File: config.mk
export PLATFORM = sky130hd
export DESIGN_NAME = lane_unit
export DESIGN_NICKNAME = d
export VERILOG_FILES = /design/src/lane_pkg.sv /design/src/index_unit.sv /design/src/reg_file.sv /design/src/operand_network.sv /design/src/vmath_unit.sv /design/src/mask_reg.sv /design/src/lane_unit.sv
export SDC_FILE = /design/constraint.sdc
export NUM_CORES = 2
export LEC_CHECK = 0
export BUFFER_PORTS_ARGS = -buffer_cell sky130_fd_sc_hd__buf_2
export CAP_MARGIN = 20
export CORE_UTILIZATION = 30
export DETAILED_ROUTE_END_ITERATION = 10
export MAX_ROUTING_LAYER = met4
export PLACE_DENSITY = 0.45
export SLEW_MARGIN = 20
export SYNTH_ARGS = -nofsm -noshare
export SYNTH_HDL_FRONTEND = slang
export SYNTH_SLANG_ARGS = --single-unit
File: constraint.sdc
create_clock -name clock -period 9.6 [get_ports clock]
set_input_delay 0 -clock clock [delete_from_list [all_inputs] [get_ports clock]]
set_output_delay 0 -clock clock [all_outputs]
set_load 0.02 [all_outputs]
File: src/lane_pkg.sv
package lane_pkg;

	////////////////////////////////////////////////////////////
	// Array geometry
	localparam int NUM_LANES = 4;
	localparam int REG_DEPTH = 16;				// Registers per lane
	localparam int DATA_W    = 32;
	localparam int IDX_W     = $clog2(REG_DEPTH);

	typedef logic [DATA_W-1:0] data_t;
	typedef logic [IDX_W-1:0]  index_t;		// Wraps modulo REG_DEPTH

	typedef enum logic [3:0] {
		NOP     = 4'h0,
		ADD     = 4'h1,
		SUB     = 4'h2,
		MUL     = 4'h3,						// Low half of product
		MAD     = 4'h4,						// src1 * src2 + src3
		AND     = 4'h5,
		OR      = 4'h6,
		XOR     = 4'h7,
		MOV     = 4'h8,						// Copies src2
		CMPLT   = 4'h9,						// Signed less-than, also sets mask
		MASKALL = 4'hA						// Mask to 1, no write
	} op_t;

	typedef enum logic [1:0] {
		SEL_REG    = 2'd0,
		SEL_SCALAR = 2'd1,
		SEL_LEFT   = 2'd2						// Left neighbour's src1
	} src_sel_t;

	typedef struct packed {
		logic   lane_rel;						// Add lane number
		index_t idx;
	} operand_t;

	////////////////////////////////////////////////////////////
	// Broadcast command and lane results
	typedef struct packed {
		op_t      op;
		operand_t dst;
		operand_t src1;
		operand_t src2;
		operand_t src3;
		src_sel_t src2_sel;
		logic     masked;						// Honour lane mask
		index_t   window;						// Added to every index
		data_t    scalar;
	} command_t;

	typedef struct packed {
		logic   v;
		index_t idx;
		data_t  data;
	} wb_t;

	////////////////////////////////////////////////////////////
	// Stage registers inside a lane
	typedef struct packed {
		logic     v;
		command_t cmd;
	} stage_idx_t;

	// Control carried through index and read stages
	typedef struct packed {
		logic     v;
		op_t      op;
		src_sel_t src2_sel;
		data_t    scalar;
	} stage_ctl_t;

	typedef struct packed {
		logic     v;
		op_t      op;
		src_sel_t src2_sel;
		logic     dst_we;
		index_t   dst_idx;
		data_t    src1_data;
		data_t    src2_data;
		data_t    src3_data;
	} stage_rr_t;

	typedef struct packed {
		logic   v;
		op_t    op;
		logic   dst_we;
		index_t dst_idx;
		data_t  src1_data;
		data_t  src2_data;
		data_t  src3_data;
	} stage_exe_t;

endpackage

File: src/index_unit.sv
`timescale 1ns/1ps

module index_unit
	import lane_pkg::*;
#(
	parameter int LANE_ID = 0
)(
	input  logic     clock,
	input  logic     reset,
	input  logic     req,
	input  operand_t operand,
	input  index_t   window,
	input  logic     gate,			// Destination of a masked command
	input  logic     mask,
	output logic     req_out,
	output index_t   index
);

	index_t lane_off;
	index_t phys;

	// Lane offset only for lane-relative operands
	assign lane_off = operand.lane_rel ? index_t'(LANE_ID) : '0;

	// 4-bit sum wraps modulo 16
	assign phys = operand.idx + window + lane_off;

	always_ff @(posedge clock) begin
		if (reset) begin
			req_out <= 1'b0;
		end else begin
			req_out <= req & (~gate | mask);
		end
	end

	always_ff @(posedge clock) begin
		index <= phys;
	end

endmodule

File: src/reg_file.sv
`timescale 1ns/1ps

module reg_file
	import lane_pkg::*;
(
	input  logic   clock,
	input  logic   reset,
	input  logic   we,
	input  index_t windex,
	input  data_t  wdata,
	input  index_t raddr1,
	input  index_t raddr2,
	output data_t  rdata1,
	output data_t  rdata2
);

	data_t mem [REG_DEPTH];

	logic  hit1;
	logic  hit2;

	// Same-cycle write seen by a read of the same entry
	assign hit1 = we & (windex == raddr1);
	assign hit2 = we & (windex == raddr2);

	////////////////////////////////////////////////////////////
	// Write port
	always_ff @(posedge clock) begin
		if (reset) begin
			for (int i = 0; i < REG_DEPTH; i++) begin
				mem[i] <= '0;
			end
		end else if (we) begin
			mem[windex] <= wdata;
		end
	end

	////////////////////////////////////////////////////////////
	// Registered read ports
	always_ff @(posedge clock) begin
		rdata1 <= hit1 ? wdata : mem[raddr1];
		rdata2 <= hit2 ? wdata : mem[raddr2];
	end

endmodule

File: src/operand_network.sv
`timescale 1ns/1ps

module operand_network
	import lane_pkg::*;
(
	input  logic       clock,
	input  logic       reset,
	input  stage_rr_t  stage_in,
	input  data_t      scalar,
	input  data_t      left_data,		// src1 of lane (k-1) mod 4
	output stage_exe_t stage_out
);

	data_t      src2_pick;
	stage_exe_t next;

	// Second operand source
	always_comb begin
		case (stage_in.src2_sel)
			SEL_REG:    src2_pick = stage_in.src2_data;
			SEL_SCALAR: src2_pick = scalar;
			SEL_LEFT:   src2_pick = left_data;
			default:    src2_pick = '0;
		endcase
	end

	always_comb begin
		next.v         = stage_in.v;
		next.op        = stage_in.op;
		next.dst_we    = stage_in.dst_we;
		next.dst_idx   = stage_in.dst_idx;
		next.src1_data = stage_in.src1_data;
		next.src2_data = src2_pick;
		next.src3_data = stage_in.src3_data;
	end

	////////////////////////////////////////////////////////////
	// Operand set register
	always_ff @(posedge clock) begin
		stage_out <= next;
		if (reset) begin
			stage_out.v      <= 1'b0;
			stage_out.dst_we <= 1'b0;
		end
	end

endmodule

File: src/vmath_unit.sv
`timescale 1ns/1ps

module vmath_unit
	import lane_pkg::*;
(
	input  logic       clock,
	input  logic       reset,
	input  stage_exe_t stage_in,
	output wb_t        wb,
	output logic       done,
	output logic       cond_we,
	output logic       cond,
	output logic       mask_all
);

	data_t result;
	logic  writes;				// Opcode has a register result
	logic  less;

	assign less = $signed(stage_in.src1_data) < $signed(stage_in.src2_data);

	always_comb begin
		result = '0;
		writes = 1'b1;
		case (stage_in.op)
			ADD:   result = stage_in.src1_data + stage_in.src2_data;
			SUB:   result = stage_in.src1_data - stage_in.src2_data;
			MUL:   result = stage_in.src1_data * stage_in.src2_data;
			MAD: begin
				result = stage_in.src1_data * stage_in.src2_data + stage_in.src3_data;
			end
			AND:   result = stage_in.src1_data & stage_in.src2_data;
			OR:    result = stage_in.src1_data | stage_in.src2_data;
			XOR:   result = stage_in.src1_data ^ stage_in.src2_data;
			MOV:   result = stage_in.src2_data;
			CMPLT: result = data_t'(less);
			default: begin		// NOP, MASKALL
				writes = 1'b0;
			end
		endcase
	end

	////////////////////////////////////////////////////////////
	// Result register
	always_ff @(posedge clock) begin
		if (reset) begin
			wb.v     <= 1'b0;
			done     <= 1'b0;
			cond_we  <= 1'b0;
			mask_all <= 1'b0;
		end else begin
			wb.v     <= stage_in.v & stage_in.dst_we & writes;
			done     <= stage_in.v;			// Commit even when masked off
			// A masked-off lane keeps its mask on a compare
			cond_we  <= stage_in.v & stage_in.dst_we & (stage_in.op == CMPLT);
			mask_all <= stage_in.v & (stage_in.op == MASKALL);
		end
	end

	always_ff @(posedge clock) begin
		wb.idx  <= stage_in.dst_idx;
		wb.data <= result;
		cond    <= less;
	end

endmodule

File: src/mask_reg.sv
`timescale 1ns/1ps

module mask_reg
	import lane_pkg::*;
(
	input  logic clock,
	input  logic reset,
	input  logic cond_we,
	input  logic cond,
	input  logic mask_all,
	input  wb_t  result,
	output logic mask,
	output logic zero,
	output logic negative
);

	// Lane enable
	always_ff @(posedge clock) begin
		if (reset) begin
			mask <= 1'b1;
		end else if (mask_all) begin
			mask <= 1'b1;
		end else if (cond_we) begin
			mask <= cond;
		end
	end

	////////////////////////////////////////////////////////////
	// Flags of the last written result
	always_ff @(posedge clock) begin
		if (reset) begin
			zero     <= 1'b0;
			negative <= 1'b0;
		end else if (result.v) begin
			zero     <= (result.data == '0);
			negative <= result.data[DATA_W-1];
		end
	end

endmodule

File: src/lane_unit.sv
`timescale 1ns/1ps

module lane_unit
	import lane_pkg::*;
#(
	parameter int LANE_ID = 0
)(
	input  logic     clock,
	input  logic     reset,
	input  logic     cmd_valid,
	input  command_t command,
	input  data_t    left_data,
	output data_t    neighbor_data,
	output logic     commit,
	output wb_t      wb,
	output logic     mask
);

	stage_idx_t cap;				// Command capture
	stage_ctl_t ix_ctl;
	stage_ctl_t rd_ctl;
	stage_rr_t  stage_rr;
	stage_exe_t stage_exe;

	logic       src1_req;
	logic       src2_req;
	logic       src3_req;
	logic       dst_req;
	logic       en1;
	logic       en2;
	logic       en3;
	logic       en_dst;
	index_t     idx1;
	index_t     idx2;
	index_t     idx3;
	index_t     idx_d;
	logic       rd_en1;
	logic       rd_en2;
	logic       rd_en3;
	logic       rd_dst_we;
	index_t     rd_dst_idx;
	data_t      rdata1;
	data_t      rdata2;
	data_t      rdata3;
	logic       cond_we;
	logic       cond;
	logic       mask_all;

	////////////////////////////////////////////////////////////
	// Capture, end of strobe cycle
	always_ff @(posedge clock) begin
		cap.cmd <= command;
		if (reset) begin
			cap.v <= 1'b0;
		end else begin
			cap.v <= cmd_valid;
		end
	end

	// Only read what the opcode uses
	assign src1_req = cap.v;
	assign src2_req = cap.v & (cap.cmd.src2_sel == SEL_REG);
	assign src3_req = cap.v & (cap.cmd.op == MAD);
	assign dst_req  = cap.v;

	////////////////////////////////////////////////////////////
	// Index stage
	index_unit #(.LANE_ID(LANE_ID)) idx_src1 (
		.clock   (clock),
		.reset   (reset),
		.req     (src1_req),
		.operand (cap.cmd.src1),
		.window  (cap.cmd.window),
		.gate    (1'b0),
		.mask    (mask),
		.req_out (en1),
		.index   (idx1)
	);

	index_unit #(.LANE_ID(LANE_ID)) idx_src2 (
		.clock   (clock),
		.reset   (reset),
		.req     (src2_req),
		.operand (cap.cmd.src2),
		.window  (cap.cmd.window),
		.gate    (1'b0),
		.mask    (mask),
		.req_out (en2),
		.index   (idx2)
	);

	index_unit #(.LANE_ID(LANE_ID)) idx_src3 (
		.clock   (clock),
		.reset   (reset),
		.req     (src3_req),
		.operand (cap.cmd.src3),
		.window  (cap.cmd.window),
		.gate    (1'b0),
		.mask    (mask),
		.req_out (en3),
		.index   (idx3)
	);

	// Mask decides write enable of masked commands
	index_unit #(.LANE_ID(LANE_ID)) idx_dst (
		.clock   (clock),
		.reset   (reset),
		.req     (dst_req),
		.operand (cap.cmd.dst),
		.window  (cap.cmd.window),
		.gate    (cap.cmd.masked),
		.mask    (mask),
		.req_out (en_dst),
		.index   (idx_d)
	);

	always_ff @(posedge clock) begin
		ix_ctl.op       <= cap.cmd.op;
		ix_ctl.src2_sel <= cap.cmd.src2_sel;
		ix_ctl.scalar   <= cap.cmd.scalar;
		if (reset) begin
			ix_ctl.v <= 1'b0;
		end else begin
			ix_ctl.v <= cap.v;
		end
	end

	////////////////////////////////////////////////////////////
	// Register read stage, both banks hold the same data
	reg_file bank_a (
		.clock  (clock),
		.reset  (reset),
		.we     (wb.v),
		.windex (wb.idx),
		.wdata  (wb.data),
		.raddr1 (idx1),
		.raddr2 (idx2),
		.rdata1 (rdata1),
		.rdata2 (rdata2)
	);

	reg_file bank_b (
		.clock  (clock),
		.reset  (reset),
		.we     (wb.v),
		.windex (wb.idx),
		.wdata  (wb.data),
		.raddr1 (idx3),
		.raddr2 (idx3),
		.rdata1 (rdata3),
		.rdata2 ()
	);

	always_ff @(posedge clock) begin
		rd_ctl.op       <= ix_ctl.op;
		rd_ctl.src2_sel <= ix_ctl.src2_sel;
		rd_ctl.scalar   <= ix_ctl.scalar;
		rd_dst_idx      <= idx_d;
		if (reset) begin
			rd_ctl.v  <= 1'b0;
			rd_en1    <= 1'b0;
			rd_en2    <= 1'b0;
			rd_en3    <= 1'b0;
			rd_dst_we <= 1'b0;
		end else begin
			rd_ctl.v  <= ix_ctl.v;
			rd_en1    <= en1;
			rd_en2    <= en2;
			rd_en3    <= en3;
			rd_dst_we <= en_dst;
		end
	end

	// Unrequested operands read as zero
	always_comb begin
		stage_rr.v         = rd_ctl.v;
		stage_rr.op        = rd_ctl.op;
		stage_rr.src2_sel  = rd_ctl.src2_sel;
		stage_rr.dst_we    = rd_dst_we;
		stage_rr.dst_idx   = rd_dst_idx;
		stage_rr.src1_data = rd_en1 ? rdata1 : '0;
		stage_rr.src2_data = rd_en2 ? rdata2 : '0;
		stage_rr.src3_data = rd_en3 ? rdata3 : '0;
	end

	assign neighbor_data = stage_rr.src1_data;		// To right neighbour

	////////////////////////////////////////////////////////////
	// Operand network and execution
	operand_network network (
		.clock     (clock),
		.reset     (reset),
		.stage_in  (stage_rr),
		.scalar    (rd_ctl.scalar),
		.left_data (left_data),
		.stage_out (stage_exe)
	);

	vmath_unit math (
		.clock    (clock),
		.reset    (reset),
		.stage_in (stage_exe),
		.wb       (wb),
		.done     (commit),
		.cond_we  (cond_we),
		.cond     (cond),
		.mask_all (mask_all)
	);

	mask_reg lane_mask (
		.clock    (clock),
		.reset    (reset),
		.cond_we  (cond_we),
		.cond     (cond),
		.mask_all (mask_all),
		.result   (wb),
		.mask     (mask),
		.zero     (),
		.negative ()
	);

endmodule

# --- Word-level counts from Yosys, hierarchy flattened ---
# Memories as Yosys holds them, arrays and structs flattened. A register that Yosys moved wholly into a read port is not among the register bits.
# Cells that the tools add are included.
word_totals:
  reg_bits: 408
  ram_bits: 1024
  inputBits: 98
  output_inout_bits: 71
  elab_cells: 114
  mem_count: 2
mem_list:
  columns: ["memory", "depth", "width", "read_ports", "rd_ports_with_merged_regs", "wr", "line", "text"]
  rows:
  - ["bank_a.mem", 16, 32, 2, 2, 16, "reg_file.sv:17", "data_t mem [REG_DEPTH];"]
  - ["bank_b.mem", 16, 32, 1, 1, 16, "reg_file.sv:17", null]
classes:
  n_addsub: 7
  multipliers: 1
  n_lt_le_gt_ge: 1
  n_eq_ne: 16
  n_mux: 19
  bitwise: 15
  reduce_logical: 6
ops:
  columns: ["cell", "count"]
  rows:
  - ["$pmux 32 s9", 1]
  - ["$mux 32", 7]
  - ["$pmux 32 s3", 1]
  - ["$add 32x32->32", 2]
  - ["$reduce_or 32->1", 2]
  - ["$and 32x32->32", 1]
  - ["$lt 32x32->1", 1]
  - ["$mul 32x32->32", 1]
  - ["$or 32x32->32", 1]
  - ["$sub 32x32->32", 1]
  - ["$xor 32x32->32", 1]
  - ["$eq 4x3->1 const B", 5]
  - ["$add 4x4->4", 4]
  - ["$eq 4x4->1", 3]
  - ["$eq 4x4->1 const B", 3]
  - ["$and 1x1->1", 10]
  - ["$reduce_or 9->1", 1]
  - ["$eq 4x2->1 const B", 2]
  - ["$mux 1", 8]
  - ["$mux 4", 2]
  - ["$eq 4x1->1 const B", 1]
  - ["$logic_not 2->1", 2]
  - ["$eq 2x1->1 const B", 1]
  - ["$eq 2x2->1 const B", 1]
  - ["other kinds (3)", 3]

# --- Longest topological paths before layout ---
logic_depth:
  word_depth: 5
  ltp_mapped: 37
  mapped_depth_nobuf: 35

# --- Hierarchy ---
# A second synthesis with hierarchy kept.
hier_totals:
  hier_cells: 6982
  hier_area_um2: 87799.2
modules_own_cells:
  columns: ["module", "n_inst", "cells_per_inst", "area_per_inst_um2", "seq_area_each_um2"]
  rows:
  - ["reg_file", 2, 1830, 28626.2, 16656.0]
  - ["vmath_unit", 1, 2754, 22574.2, 820.8]
  - ["lane_unit", 1, 298, 4012.6, 3002.9]
  - ["operand_network", 1, 185, 2921.6, 2122.0]
  - ["index_unit", 4, 16, 214.0, 100.1]
  - ["mask_reg", 1, 21, 182.7, 60.1]

# --- Worst setup path after synthesis ---
# Ideal clock, no wire load.
synth_timing:
  path_type: "register -> register"
  start: "register network.stage_out[38] (netlist bit)"
  end: "register, netlist name math.wb[30]"
  arrival_time_ns: 8.498
  required_ns: 9.457
  path_slack_ns: 0.958
  path_stages_with_launch: 34
  path_buffers: 3
  cell_sequence: "dfxtp_1 clkbuf_1 clkinv_1 clkbuf_1 nor2_1 fa_1 fa_1 fa_1 inv_1 fa_1 inv_1 fa_1 inv_1 fa_1 inv_1 fa_1 fa_1 ha_1 and3_1 nand4_1 or4b_1 a21boi_0 a31oi_1 xor2_1 ha_1 clkbuf_1 a21o_1 a21oi_1 nor2b_1 o21ai_0 nand2b_1 a221oi_1 xor2_1 o211ai_1"
synth_via:
  elab_chain_cells: 3
synth_rtl:
  columns: ["item", "line", "text"]
  rows:
  - ["from (decl)", "operand_network.sv:11", "output stage_exe_t stage_out"]
  - ["from (signal assigned)", "operand_network.sv:40", "stage_out <= next;"]
  - ["$mul 32x32->32", "vmath_unit.sv:28, vmath_unit.sv:30", null]
  - ["$add 32x32->32", "vmath_unit.sv:30", "result = stage_in.src1_data * stage_in.src2_data + stage_in.src3_data;"]
  - ["$pmux 32 s9 (*)", "vmath_unit.sv:25", "case (stage_in.op)"]
  - ["via math.result[30]", "vmath_unit.sv:16", "data_t result;"]
# Mark *: on every way through the listed nets, which the timed path passes. The rest lies on a longest branch.
# A chain may end at the register's enable or synchronous reset.

# --- Worst setup path after layout ---
layout_timing:
  start: "register network.stage_out[36] (netlist bit)"
  end: "register, netlist name math.wb[26]"
layout_via:
  elab_chain_cells: 3
layout_rtl:
  columns: ["item", "line"]
  rows:
  - ["$mul 32x32->32", "vmath_unit.sv:28, vmath_unit.sv:30"]
  - ["$add 32x32->32", "vmath_unit.sv:30"]
  - ["$pmux 32 s9 (*)", "vmath_unit.sv:25"]
  - ["via math.result[26]", "vmath_unit.sv:16"]
# Marked as above.

==> impl_metrics.csv <==
group,metric,value,unit
placed_design,post-dp-hpwl,167000,um
timing,hold_viol_final,1,
timing,slew_violations,0,
worst_setup_path,cp_data_arrival_time,9920,ps
power_and_ir_drop,p_sw,0.00351,W
finish,largest_register_ffs,416,
power_and_ir_drop,vdd_drop_max,0.146,mV
power_and_ir_drop,pwr_density_cell,156,mW/mm^2
placed_design,place_inst,8090,
timing,peak_clock_frequency_supported_by_timing,108,MHz
synth,synth_enable_flop_cells,512,
drt,drt-vias-per-instance,5.17,
finish,design.final.nets,6316,
power_and_ir_drop,comb_power_share,21.7,%
worst_setup_path,critPathLaunchType,"register",
finish,layoutNonFillerInstCount,8444,
floorplanning,floorplan.die.width,461,um
finish,layout-area-overhead-vs-synth,15.2,%
global_routing,antenna_found_initial,16,
worst_setup_path,path_class,"reg2reg",
power_and_ir_drop,clockPowerShare,35.9,%
power_and_ir_drop,switching_share,31.0,%
timing,setup-violations-final,0,
drt,dr_total_vias,43685,
synth,synth_area_per_cell,11.9,sq um
worst_setup_path,timing.critical_path.required,10220,ps
clocking,clk_root_buffer_cell,"clkbuf_16",
worst_setup_path,cp-startpoint,"network.stage_out[36]$_DFF_P_",
global_routing,grt_first_pass_wirelength,347000,um
timing,finalWorstSetupSlack,301,ps
outcome,status,"complete, but fails checks",
floorplanning,placementRows,168,
synth,synth_area,0.0633,sq mm
placed_design,placement.setup.worst_slack,316,ps
synth,synth-seq-area-share,37.2,%
timing,worstMarginPinSlew,1120,ps
worst_setup_path,worstSetupEndpointType,"register",
worst_setup_path,cp_slowest_stage_delay,550,ps
worst_setup_path,cpMostUsedCell,"fa_1",
drt,detail_route.first_pass.iterations,8,
clocking,cts_htree_levels,3,
synth,nets_in_the_synthesized_netlist,6089,
worst_setup_path,crit_path_top_delay_cell,"fa_1",
global_routing,grt-ovfl-total,0,
finish,filler_cell_count,20714,
worst_setup_path,crit-reg2reg-capture,"math.wb[26]$_DFF_P_",
worst_setup_path,critical_path_buf_inv_count,4,
placed_design,placedInstanceArea,0.0678,sq mm
synth,yosysWarnings,0,
floorplanning,design.die.area,0.213,sq mm
timing,post_route_worst_hold_slack,-23.8,ps
outcome,failed_checks,"negative hold slack",
timing,skew,45.9,ps
worst_setup_path,worstPathMaxFanout,10,
finish,combined_area_of_the_multi_input_logic_cells,0.0364,sq mm
worst_hold_path,holdCritPathClass,"in2reg",
clocking,cts_num_sinks,920,
floorplanning,design.portCount,169,
timing,fin_setup_tns,0,ps
finish,largest-register,"bank_b.mem",
worst_setup_path,number_of_cells_traversed_by_the_worst_register_to_register_path,31,
synth,synth_cells,5314,
worst_setup_path,timing.rr.start,"network.stage_out[36]$_DFF_P_",
timing,fin_crit_sh,96.9,%
drt,drc_errors,0,
power_and_ir_drop,power.leakage,29.1,nW
clocking,clockBufferDepth,3,
finish,post-route-cell-area,0.0729,sq mm
clocking,clkTransAtPathRegs,70,ps
global_routing,grt_pass1_vias,46079,
drt,drt_iter0_drc,3653,
timing,max_slew_margin,25.7,%
timing,min_period,9300,ps
clocking,clock_network_latency_to_the_later_pin_of_the_worst_skew_pair,750,ps
synth,yosys.cell_types.count,81,
clocking,tritoncts,"done",
floorplanning,initial_core_util,30.2,%
power_and_ir_drop,pwr-share-seq,42.4,%
placed_design,gp_routability_congestion,0.961,
worst_setup_path,number_of_logic_stages_on_the_critical_path_including_buffering,31,
drt,route.antenna.remaining_nets,0,
global_routing,grt_max_degree,104,
worst_setup_path,path_delay_family,"adder cells",
floorplanning,die_height,461,um
finish,layout-drive-gt1-share,21.4,%
run,max_cap_viol_count,0,
global_routing,gr-usage-all-layers,23.7,%
drt,route.detailed.wl_per_inst,28.9,um
timing,rsz_0062_raised_after_global_routing,"false",
clocking,cts_made_buffers,100,
synth,postSynthRegisterBits,920,
worst_setup_path,endpoint,"math.wb[26]$_DFF_P_",
drt,routed_wl,244000,um
floorplanning,placeable_area,0.210,sq mm
power_and_ir_drop,internal_power,0.00783,W
worst_setup_path,worst_case_register_to_register_setup_slack,300,ps
synth,dominantRegCellSynth,"edfxtp_1",
synth,postSynth.asyncResetShare,0,%
finish,regArea,0.0236,sq mm
finish,reg_top3,"bank_b.mem (416), network.stage_out (106), bank_a.mem (96)",
placed_design,placement.io_buffers,164,
## cells in the mapped netlist, types with 112 or more instances
master	instances	area [sq um]
fa_1	415	8310
dfxtp_1	408	8170
inv_1	499	1870
o21ai_0	117	586
nor2_1	391	1470
clkbuf_1	295	1110
a21oi_1	112	561
nand2_1	354	1330
ha_1	262	3280
mux4_2	480	10800
and2_1	580	3630
edfxtp_1	512	15400
## cell families (layout without fill, tap and decap cells)
kind of cell | count (synthesis) | after routing | share of synthesized area, %
adder cells (fa/ha/maj) | 677 | 677 | 18.3
multiplexers | 580 | 580 | 18.8
flip-flops | 920 | 920 | 37.2
AND/OR/NAND/NOR | 1520 | 1520 | 12.0
buffers and inverters | 917 | 1232 | 5.65
other | 0 | 10 | 0
XOR/XNOR | 146 | 146 | 2.06
AO/OA/AOI/OAI | 554 | 554 | 5.96
## cells in the final DEF, fill, tap and decap left out, drive strengths merged, types with 42 or more instances in the layout
cell           n
edfxtp       512
fa           415
mux2          97
buf          373
dfxtp        408
inv          511
clkinv        55
dlygate4sd3  151
nor2         391
xor2          42
a21oi        112
mux4         480
a22oi         53
ha           262
and2         581
o21ai        120
nand2        354
xnor2        102
clkbuf       132
## power by group through the flow
stage,Sequential [W],Combinational (W),Clock [W]
after floorplan,0.00466,0.00154,0
after CTS,0.00482,0.00245,0.00417
final,0.00481,0.00246,0.00407
after detailed placement,0.00490,0.00238,0
after global routing,0.00485,0.00258,0.00431
after global placement,0.00490,0.00239,0
## how the worst min path moves through the flow
stage	start	endpoint	slack, ps	depth (start not counted)
after global placement	command[42]	cap[42]$_DFF_P_	100	1
after global routing	left_data[5]	network.stage_out[37]$_DFF_P_	40	3
after floorplan	command[0]	cap[0]$_DFF_P_	30	0
final	left_data[5]	network.stage_out[37]$_DFF_P_	-20	3
after detailed placement	command[51]	cap[51]$_DFF_P_	100	1
after CTS	left_data[5]	network.stage_out[37]$_DFF_P_	5	3
## tightest hold or removal path: stages
cell     delay [ps]
buf_2           100
a22oi_1         160
o21ai_0         300
## per-layer routing
layer  global-route usage (%)  vias to the layer above  wire length (um)
met5                        -                        -                 0
met3                     2.56                      372             12400
met4                     9.72                        0             10800
li1                         -                    18983                 -
met1                     29.6                    22916            101000
met2                     39.2                     1414            119000
## cell type report
type	count	area share [%]
multi-input combinational	3477	49.9
sequential	920	32.3
timing repair buffer	524	5.46
tap	2805	4.81
clock buffer	132	3.95
inverter	518	2.68
clock inverter	58	0.812
antenna	10	0.0343
## stage by stage
stage	util (%)	total power (W)
floorplan	-	0.00620
global placement	32.4	0.00729
detailed placement	32.4	0.00729
CTS	34.7	0.0114
global route	34.8	0.0117
finish	34.8	0.0113
## repair_timing
item / 4_1_cts / 5_1_grt
endpoints found under the setup margin: 0 / 3
setup buffers: 0 / 2
hold endpoints to repair: 99 / 0
gates resized for setup: 0 / 4
hold buffers: 151 / 0
Power figures use the tool's default switching activity.
